### src/design/motor_driver_pkg.sv
package motor_driver_pkg;

  // spi frame layout, address byte then 32 data bits
  localparam int FRAME_BITS = 40;
  // status byte returned in the top bits of each reply
  localparam int STATUS_BITS = 8;
  // length of the setup list
  localparam int NUM_CFG_WORDS = 5;

  // one spi frame, msb first on the wire
  typedef logic [FRAME_BITS-1:0] frame_t;

  // write access flag in the address byte
  localparam logic [7:0] WRITE_BIT = 8'h80;

  // driver chip register addresses
  localparam logic [7:0] ADDR_GCONF = 8'h00;
  localparam logic [7:0] ADDR_IHOLD_IRUN = 8'h10;
  localparam logic [7:0] ADDR_TPOWERDOWN = 8'h11;
  localparam logic [7:0] ADDR_TPWMTHRS = 8'h13;
  localparam logic [7:0] ADDR_CHOPCONF = 8'h6C;

  // setup list, sent in index order after reset
  localparam frame_t CFG_WORDS [NUM_CFG_WORDS] = '{
    // toff 3, hstrt 4, hend 1, tbl 2, chm 0 for spreadCycle
    {WRITE_BIT | ADDR_CHOPCONF, 32'h0001_00C3},
    // ihold 10, irun 31, iholddelay 6
    {WRITE_BIT | ADDR_IHOLD_IRUN, 32'h0006_1F0A},
    // standstill delay before power down
    {WRITE_BIT | ADDR_TPOWERDOWN, 32'h0000_000A},
    // en_pwm_mode set, stealthChop with default pwm settings
    {WRITE_BIT | ADDR_GCONF, 32'h0000_0004},
    // stealthChop upper velocity threshold, 500
    {WRITE_BIT | ADDR_TPWMTHRS, 32'h0000_01F4}
  };

endpackage

### src/design/driver_setup_seq.sv
`timescale 1ns/1ps

module driver_setup_seq (
  input  logic                                     clk_in,
  input  logic                                     reset_n_in,
  input  logic                                     busy,
  input  logic                                     done,
  input  motor_driver_pkg::frame_t                 rx_frame,
  output logic                                     send,
  output motor_driver_pkg::frame_t                 tx_frame,
  output logic                                     config_done,
  output logic [motor_driver_pkg::STATUS_BITS-1:0] status
);
  import motor_driver_pkg::*;

  // index into the setup list
  localparam int IDX_W = $clog2(NUM_CFG_WORDS);
  localparam logic [IDX_W-1:0] IDX_LAST = IDX_W'(NUM_CFG_WORDS - 1);

  // issue a frame, wait for its reply, then hold forever
  typedef enum logic [1:0] {
    s_issue,
    s_wait,
    s_finish
  } seq_state_t;

  seq_state_t       state;
  logic [IDX_W-1:0] word_idx;

  // current setup word straight from the list
  // master samples it together with the send strobe
  assign tx_frame = CFG_WORDS[word_idx];

  always_ff @(posedge clk_in or negedge reset_n_in) begin
    if (!reset_n_in) begin
      state       <= s_issue;
      word_idx    <= '0;
      send        <= 1'b0;
      config_done <= 1'b0;
      status      <= '0;
    end else begin
      // send is a one cycle strobe
      send <= 1'b0;
      case (state)
        s_issue: begin
          // busy stays high through the master's cs_n high guard
          // so this waits out the gap between frames
          if (!busy) begin
            send  <= 1'b1;
            state <= s_wait;
          end
        end
        s_wait: begin
          if (done) begin
            // chip status rides in the top byte of every reply
            status <= rx_frame[FRAME_BITS-1 -: STATUS_BITS];
            if (word_idx == IDX_LAST) begin
              config_done <= 1'b1;
              state       <= s_finish;
            end else begin
              word_idx <= word_idx + 1'b1;
              state    <= s_issue;
            end
          end
        end
        s_finish: begin
          // setup complete until the next reset
          state <= s_finish;
        end
        default: state <= s_issue;
      endcase
    end
  end

endmodule

### src/design/motor_driver.sv
`timescale 1ns/1ps

module motor_driver #(
  parameter int SPI_HALF_PERIOD = 4,
  parameter int SPEED_WIDTH = 32
) (
  input  logic                                     clk_in,
  input  logic                                     reset_n_in,
  input  logic                                     miso,
  input  logic                                     step_enable,
  input  logic [SPEED_WIDTH-1:0]                   speed,
  output logic                                     sclk,
  output logic                                     mosi,
  output logic                                     cs_n,
  output logic                                     step_out,
  output logic                                     config_done,
  output logic [motor_driver_pkg::STATUS_BITS-1:0] status
);
  import motor_driver_pkg::*;

  // sequencer to spi master
  logic   send;
  logic   busy;
  logic   done;
  frame_t tx_frame;
  frame_t rx_frame;

  // walks the setup list after reset
  driver_setup_seq u_setup_seq (
    .clk_in      (clk_in),
    .reset_n_in  (reset_n_in),
    .busy        (busy),
    .done        (done),
    .rx_frame    (rx_frame),
    .send        (send),
    .tx_frame    (tx_frame),
    .config_done (config_done),
    .status      (status)
  );

  // spi mode 3 frame engine toward the driver chip
  spi_frame_master #(
    .SPI_HALF_PERIOD (SPI_HALF_PERIOD)
  ) u_spi_master (
    .clk_in     (clk_in),
    .reset_n_in (reset_n_in),
    .send       (send),
    .tx_frame   (tx_frame),
    .miso       (miso),
    .sclk       (sclk),
    .mosi       (mosi),
    .cs_n       (cs_n),
    .busy       (busy),
    .done       (done),
    .rx_frame   (rx_frame)
  );

  // step pin, held low until setup completes
  step_pulse_gen #(
    .SPEED_WIDTH (SPEED_WIDTH)
  ) u_step_gen (
    .clk_in      (clk_in),
    .reset_n_in  (reset_n_in),
    .speed       (speed),
    .step_enable (step_enable),
    .config_done (config_done),
    .step_out    (step_out)
  );

endmodule

### src/design/spi_frame_master.sv
`timescale 1ns/1ps

module spi_frame_master #(
  parameter int SPI_HALF_PERIOD = 4
) (
  input  logic                     clk_in,
  input  logic                     reset_n_in,
  input  logic                     send,
  input  motor_driver_pkg::frame_t tx_frame,
  input  logic                     miso,
  output logic                     sclk,
  output logic                     mosi,
  output logic                     cs_n,
  output logic                     busy,
  output logic                     done,
  output motor_driver_pkg::frame_t rx_frame
);
  import motor_driver_pkg::*;

  // half period counter and bit counter widths
  localparam int HCNT_W = $clog2(SPI_HALF_PERIOD);
  localparam int BCNT_W = $clog2(FRAME_BITS);
  localparam logic [HCNT_W-1:0] HCNT_LAST = HCNT_W'(SPI_HALF_PERIOD - 1);
  localparam logic [BCNT_W-1:0] BCNT_LAST = BCNT_W'(FRAME_BITS - 1);

  // idle, shifting bits, trailing cs_n and guard window
  typedef enum logic [1:0] {
    s_idle,
    s_shift,
    s_trail
  } spi_state_t;

  spi_state_t        state;
  logic [HCNT_W-1:0] hcnt;
  logic [BCNT_W-1:0] bcnt;
  frame_t            shreg;
  logic              half_tick;

  // end of the current half period
  assign half_tick = (hcnt == HCNT_LAST);
  // busy also covers the cs_n high guard after done
  assign busy = (state != s_idle);
  // received bits sit in the shared shift register
  assign rx_frame = shreg;

  // bus timing and frame control
  always_ff @(posedge clk_in or negedge reset_n_in) begin
    if (!reset_n_in) begin
      state <= s_idle;
      hcnt  <= '0;
      bcnt  <= '0;
      sclk  <= 1'b1;
      mosi  <= 1'b0;
      cs_n  <= 1'b1;
      done  <= 1'b0;
    end else begin
      done <= 1'b0;
      case (state)
        s_idle: begin
          if (send) begin
            cs_n  <= 1'b0;
            // first falling edge one cycle after cs_n drops
            hcnt  <= HCNT_LAST;
            bcnt  <= '0;
            state <= s_shift;
          end
        end
        s_shift: begin
          if (half_tick) begin
            hcnt <= '0;
            sclk <= ~sclk;
            if (sclk) begin
              // falling edge, present next bit msb first
              mosi <= shreg[FRAME_BITS-1];
            end else if (bcnt == BCNT_LAST) begin
              // last rising edge done
              state <= s_trail;
            end else begin
              bcnt <= bcnt + 1'b1;
            end
          end else begin
            hcnt <= hcnt + 1'b1;
          end
        end
        s_trail: begin
          if (half_tick) begin
            if (!cs_n) begin
              // half period after the last rising edge
              cs_n <= 1'b1;
              done <= 1'b1;
              // guard lasts one cycle less, so the next send lands a half period later
              hcnt <= HCNT_W'(1);
            end else begin
              state <= s_idle;
              mosi  <= 1'b0;
              hcnt  <= '0;
            end
          end else begin
            hcnt <= hcnt + 1'b1;
          end
        end
        default: state <= s_idle;
      endcase
    end
  end

  // shift register, loads tx_frame on send
  // miso enters at the lsb on each rising edge
  always_ff @(posedge clk_in) begin
    if (state == s_idle && send) begin
      shreg <= tx_frame;
    end else if (state == s_shift && half_tick && !sclk) begin
      shreg <= {shreg[FRAME_BITS-2:0], miso};
    end
  end

endmodule

### src/design/step_pulse_gen.sv
`timescale 1ns/1ps

module step_pulse_gen #(
  parameter int SPEED_WIDTH = 32
) (
  input  logic                   clk_in,
  input  logic                   reset_n_in,
  input  logic [SPEED_WIDTH-1:0] speed,
  input  logic                   step_enable,
  input  logic                   config_done,
  output logic                   step_out
);

  logic [SPEED_WIDTH-1:0] cnt;
  logic [SPEED_WIDTH-1:0] speed_q;
  logic                   active;
  logic                   toggle;

  // steps only once the chip is configured
  assign active = step_enable & config_done;
  // half step period reached
  assign toggle = (cnt == speed_q);

  // divider counter and step level
  always_ff @(posedge clk_in or negedge reset_n_in) begin
    if (!reset_n_in) begin
      cnt      <= '0;
      step_out <= 1'b0;
    end else if (!active) begin
      cnt      <= '0;
      step_out <= 1'b0;
    end else if (toggle) begin
      cnt      <= '0;
      step_out <= ~step_out;
    end else begin
      cnt <= cnt + 1'b1;
    end
  end

  // speed captured at each toggle
  // tracks the input while stopped so the first period uses it
  always_ff @(posedge clk_in) begin
    if (!active || toggle) begin
      speed_q <= speed;
    end
  end

endmodule

### config.mk
export PLATFORM = sky130hd
export DESIGN_NAME = motor_driver
export DESIGN_NICKNAME = d
export VERILOG_FILES = /design/src/design/motor_driver_pkg.sv /design/src/design/driver_setup_seq.sv /design/src/design/motor_driver.sv /design/src/design/spi_frame_master.sv /design/src/design/step_pulse_gen.sv
export SDC_FILE = /design/constraint.sdc
export NUM_CORES = 1
export LEC_CHECK = 0
export BUFFER_PORTS_ARGS = -buffer_cell sky130_fd_sc_hd__buf_2
export CORE_AREA = 4 4 119 121
export DETAILED_ROUTE_END_ITERATION = 8
export DIE_AREA = 0 0 123 125
export GPL_TIMING_DRIVEN = 1
export PLACE_DENSITY = 0.65
export SLEW_MARGIN = 15
export SYNTH_ARGS = -nofsm -noshare
export SYNTH_HDL_FRONTEND = slang
export SYNTH_SLANG_ARGS = --single-unit
### constraint.sdc
create_clock -name clk_in -period 4.5 [get_ports clk_in]
set_input_delay 0.675 -clock clk_in [delete_from_list [all_inputs] [get_ports clk_in]]
set_output_delay 0.675 -clock clk_in [all_outputs]
set_load 0.1 [all_outputs]
==> run summary <==
• sky130_fd_sc_hd__edfxtp_1 (72), sky130_fd_sc_hd__dfrtp_1 (60), sky130_fd_sc_hd__buf_2 (48) — most used cells in the layout excluding fill and tap cells
• flop — endpoint class of the critical path
• 0 ns — final-layout setup total negative slack
• 65.5% — ratio of final minimum period to clock period
• sky130_fd_sc_hd__nand2_1 — cell with the biggest individual delay on the critical path
• 0.06 ns — clock-pin slew reported for the worst setup and hold paths after clock tree synthesis
• 0.00770 ns — final setup skew
• 19.8% — fraction of layout cells with a size suffix above 1
• 0 — count of inserted antenna diode cells
• 2.95 ns — final period demand of the worst path
• 15.7 um — WL/cell
• 532 — Synthesized Nets
• 586 — # nets final
• 2 — maximum clock insertion buffer count
• 48 — Cell variety after synth
• 0 — number of hold buffers added after CTS
• 0.00275 W — Total Power
• 12.4 um2 — synthesized area per cell
• 0 — Post-CTS Repair Setup Buffers
• 0 — setup violation total in the final timing report
• 123 um — Chip Width
• 16.0% — global-route usage over all layers
• 483 — post-synthesis cell count
• 48 — Buffers on Ports
• 0 — Overflow after GRT
• 32 — crit-path max FO
• input pin to asynchronous set/reset pin — worst min path class
• 125 um — die outline height
• 0 — initial antenna violation count
• 3697 — vias after detailed routing
• 42 — row count
• 11.4 mm — total detailed-routing wirelength
• 17 — number of buffers added by the clock tree synthesis step
• 0.795 — final weighted congestion in routability-driven placement
• sky130_fd_sc_hd__edfxtp_1 — cell type with the largest total area after synthesis
• 15400 um2 — die footprint
• 0 — count of endpoints failing hold in the final timing report
• 18.9 mm — global-route wire length before repair
• 4.78 ns — required time reported for the critical path endpoint
• 13100 um2 — area of the core region
• 245 uV — largest voltage drop on the vdd net
• 39.1% — Worst slew margin
• 0 — Final Max Tran Viols
• 4 — first-pass iteration count of the detailed router
• 4 — number of H-tree branching levels
• 5.09 — number of vias per cell
• 389 nW/um2 — Pwr Density
• 45.9% — initial core utilization
• 0.64 ns — delay of the slowest cell on the worst path
• 0 — drc violations
• yes — CTS tree
• 49 — top-level I/O count
• 239 — Initial DRC Count
• sky130_fd_sc_hd__edfxtp_1 (36%), sky130_fd_sc_hd__dfrtp_1 (25%), sky130_fd_sc_hd__xor2_1 (6.7%) — synth top area cells
• flop — kind of launch point of the worst setup path
• simple AND/OR/NAND/NOR gates — family with the most delay on the worst path
• 0 — Post-DRT Antenna Nets
• 6010 um2 — post-synthesis instance area
• 134 — count of state elements after synthesis
• sky130_fd_sc_hd__edfxtp_1 — most common library cell in the layout ignoring fill and taps
• 3.23 ns — worst path arrival time
• 0.41 ns — clock latency at the later pin of the worst-skew pair
• 2 — CP bufs+invs
• 17.6% — area growth from synthesis to layout
• 0 — Synthesis Warnings
• finished clean — result of the run
• 0 — Max-Cap Viols
• no — RSZ-0062 raised after global routing
• 36.0% — area fraction of the dominant cell type after synthesis
• 54.0% — final design utilization
• flop to flop — kind of critical path
• 0 — post_cts resized
• 134 — clk sinks
• 7.73 mm — HPWL after detailed placement
• sky130_fd_sc_hd__clkbuf_16 — clock root cell
• 1.55 ns — worst path setup slack after routing
• 61.8% — fraction of the yosys area taken by sequential cells
• 3743 — via count of the first global-routing pass
• 0.911 ns — slew of the pin with the lowest slew margin
• 1.55 ns — worst slack, placed
• 1.55 ns — Worst R2R Setup Slack
• inv_1 > ha_1 > nand2_1 > buf_4 > nor3b_1 > a21o_1 — cell chain of the critical path
• 63 — pin count of the biggest net entering global routing
• 339 MHz — Max Clk Rate
• 2.96 nW — leakage
## worst paths after layout
| kind | start | to | cells past startpoint |
|---|---|---|---|
| setup / recovery | u_spi_master.state[0]$_DFFE_PN0P_ | u_spi_master.rx_frame[35]$_DFFE_PP_ | 6 |
| hold / removal | reset_n_in | u_spi_master.hcnt[1]$_DFFE_PN0P_ | 2 |
| setup reg to reg | u_spi_master.state[0]$_DFFE_PN0P_ | u_spi_master.rx_frame[35]$_DFFE_PP_ | 6 |
| hold reg to reg | u_setup_seq.state[1]$_DFFE_PN0P_ | u_setup_seq.state[0]$_DFFE_PN0P_ | 1 |
| max in group asynchronous | reset_n_in | u_step_gen.cnt[13]$_DFF_PN0_ | 2 |
| min in group clk_in | speed[19] | u_step_gen.speed_q[19]$_DFFE_PP_ | 1 |
## power breakdown
group	internal, W	switching, W
registers	0.00131	0.00000819
logic	0.0000175	0.0000222
clock network	0.000908	0.000485
## kinds of logic (layout without fill, tap and decap cells)
| group | after synthesis | count (layout) | share of synthesized area, % |
|---|---|---|---|
| AOI/OAI and AO/OA | 53 | 53 | 5.93 |
| xor gates and xnor gates | 65 | 65 | 9.47 |
| adders and majority gates | 13 | 13 | 2.71 |
| buffers and inverters | 37 | 104 | 2.66 |
| DFF | 134 | 134 | 61.8 |
| muxes | 13 | 13 | 2.37 |
| and+or+nand+nor | 168 | 168 | 15.0 |
## through the flow
| step | instance area (um2) | cells | hold WS, ns |
|---|---|---|---|
| CTS | 7040 | 725 | 0.414 |
| floorplan | 6010 | 483 | 0.379 |
| detailed placement | 6430 | 693 | 0.449 |
| global placement | 6430 | 693 | 0.441 |
| global route | 7070 | 726 | 0.420 |
| finish | 7070 | 726 | 0.435 |
## area by class of cell
cell class / count / area (um2)
fillers: 1131 / 6010
flip-flops and latches: 134 / 3720
multi-input cells: 312 / 2160
clock buffers: 26 / 520
repair buffers: 53 / 298
well taps: 176 / 220
clock inverters: 6 / 87.6
inverters: 19 / 71.3
## layer usage
layer / share of wire (%) / track usage (%)
met1: 45 / 21.0
met3: 4.4 / 5.10
met5: 0 / 0
met4: 0.97 / 5.02
met2: 50 / 25.5
## cells in the mapped netlist (all sizes together)
master	count
nand2	36
a21oi	11
nor4	11
o21bai	2
a211oi	2
or3	1
and2	16
a221oi	1
xor2	46
and3	4
o41ai	1
nor3	9
nand3	13
ha	13
o21ai	16
nor4bb	1
or4	2
a2111oi	1
dfstp	2
o221a	2
a31oi	1
mux2	10
nand2b	3
inv	19
mux2i	3
nor3b	3
xnor2	19
buf	8
o22ai	2
nand4	15
a21o	12
o31ai	2
nor2	49
nor2b	2
dfrtp	60
edfxtp	72
and4	3
clkbuf	10
## flip-flops by register name, summed over array words and instances, names as in the netlist
name	count
u_spi_master.cs_n	1
u_step_gen.cnt	32
u_setup_seq.send	1
u_setup_seq.word_idx	3
u_setup_seq.status	8
u_spi_master.sclk	1
u_spi_master.hcnt	2
u_spi_master.rx_frame	40
u_spi_master.mosi	1
u_step_gen.step_out	1
u_setup_seq.state	2
u_step_gen.speed_q	32
u_spi_master.bcnt	6
u_setup_seq.config_done	1
u_spi_master.state	2
u_spi_master.done	1
Note: power is estimated with default switching activity, not from simulation.
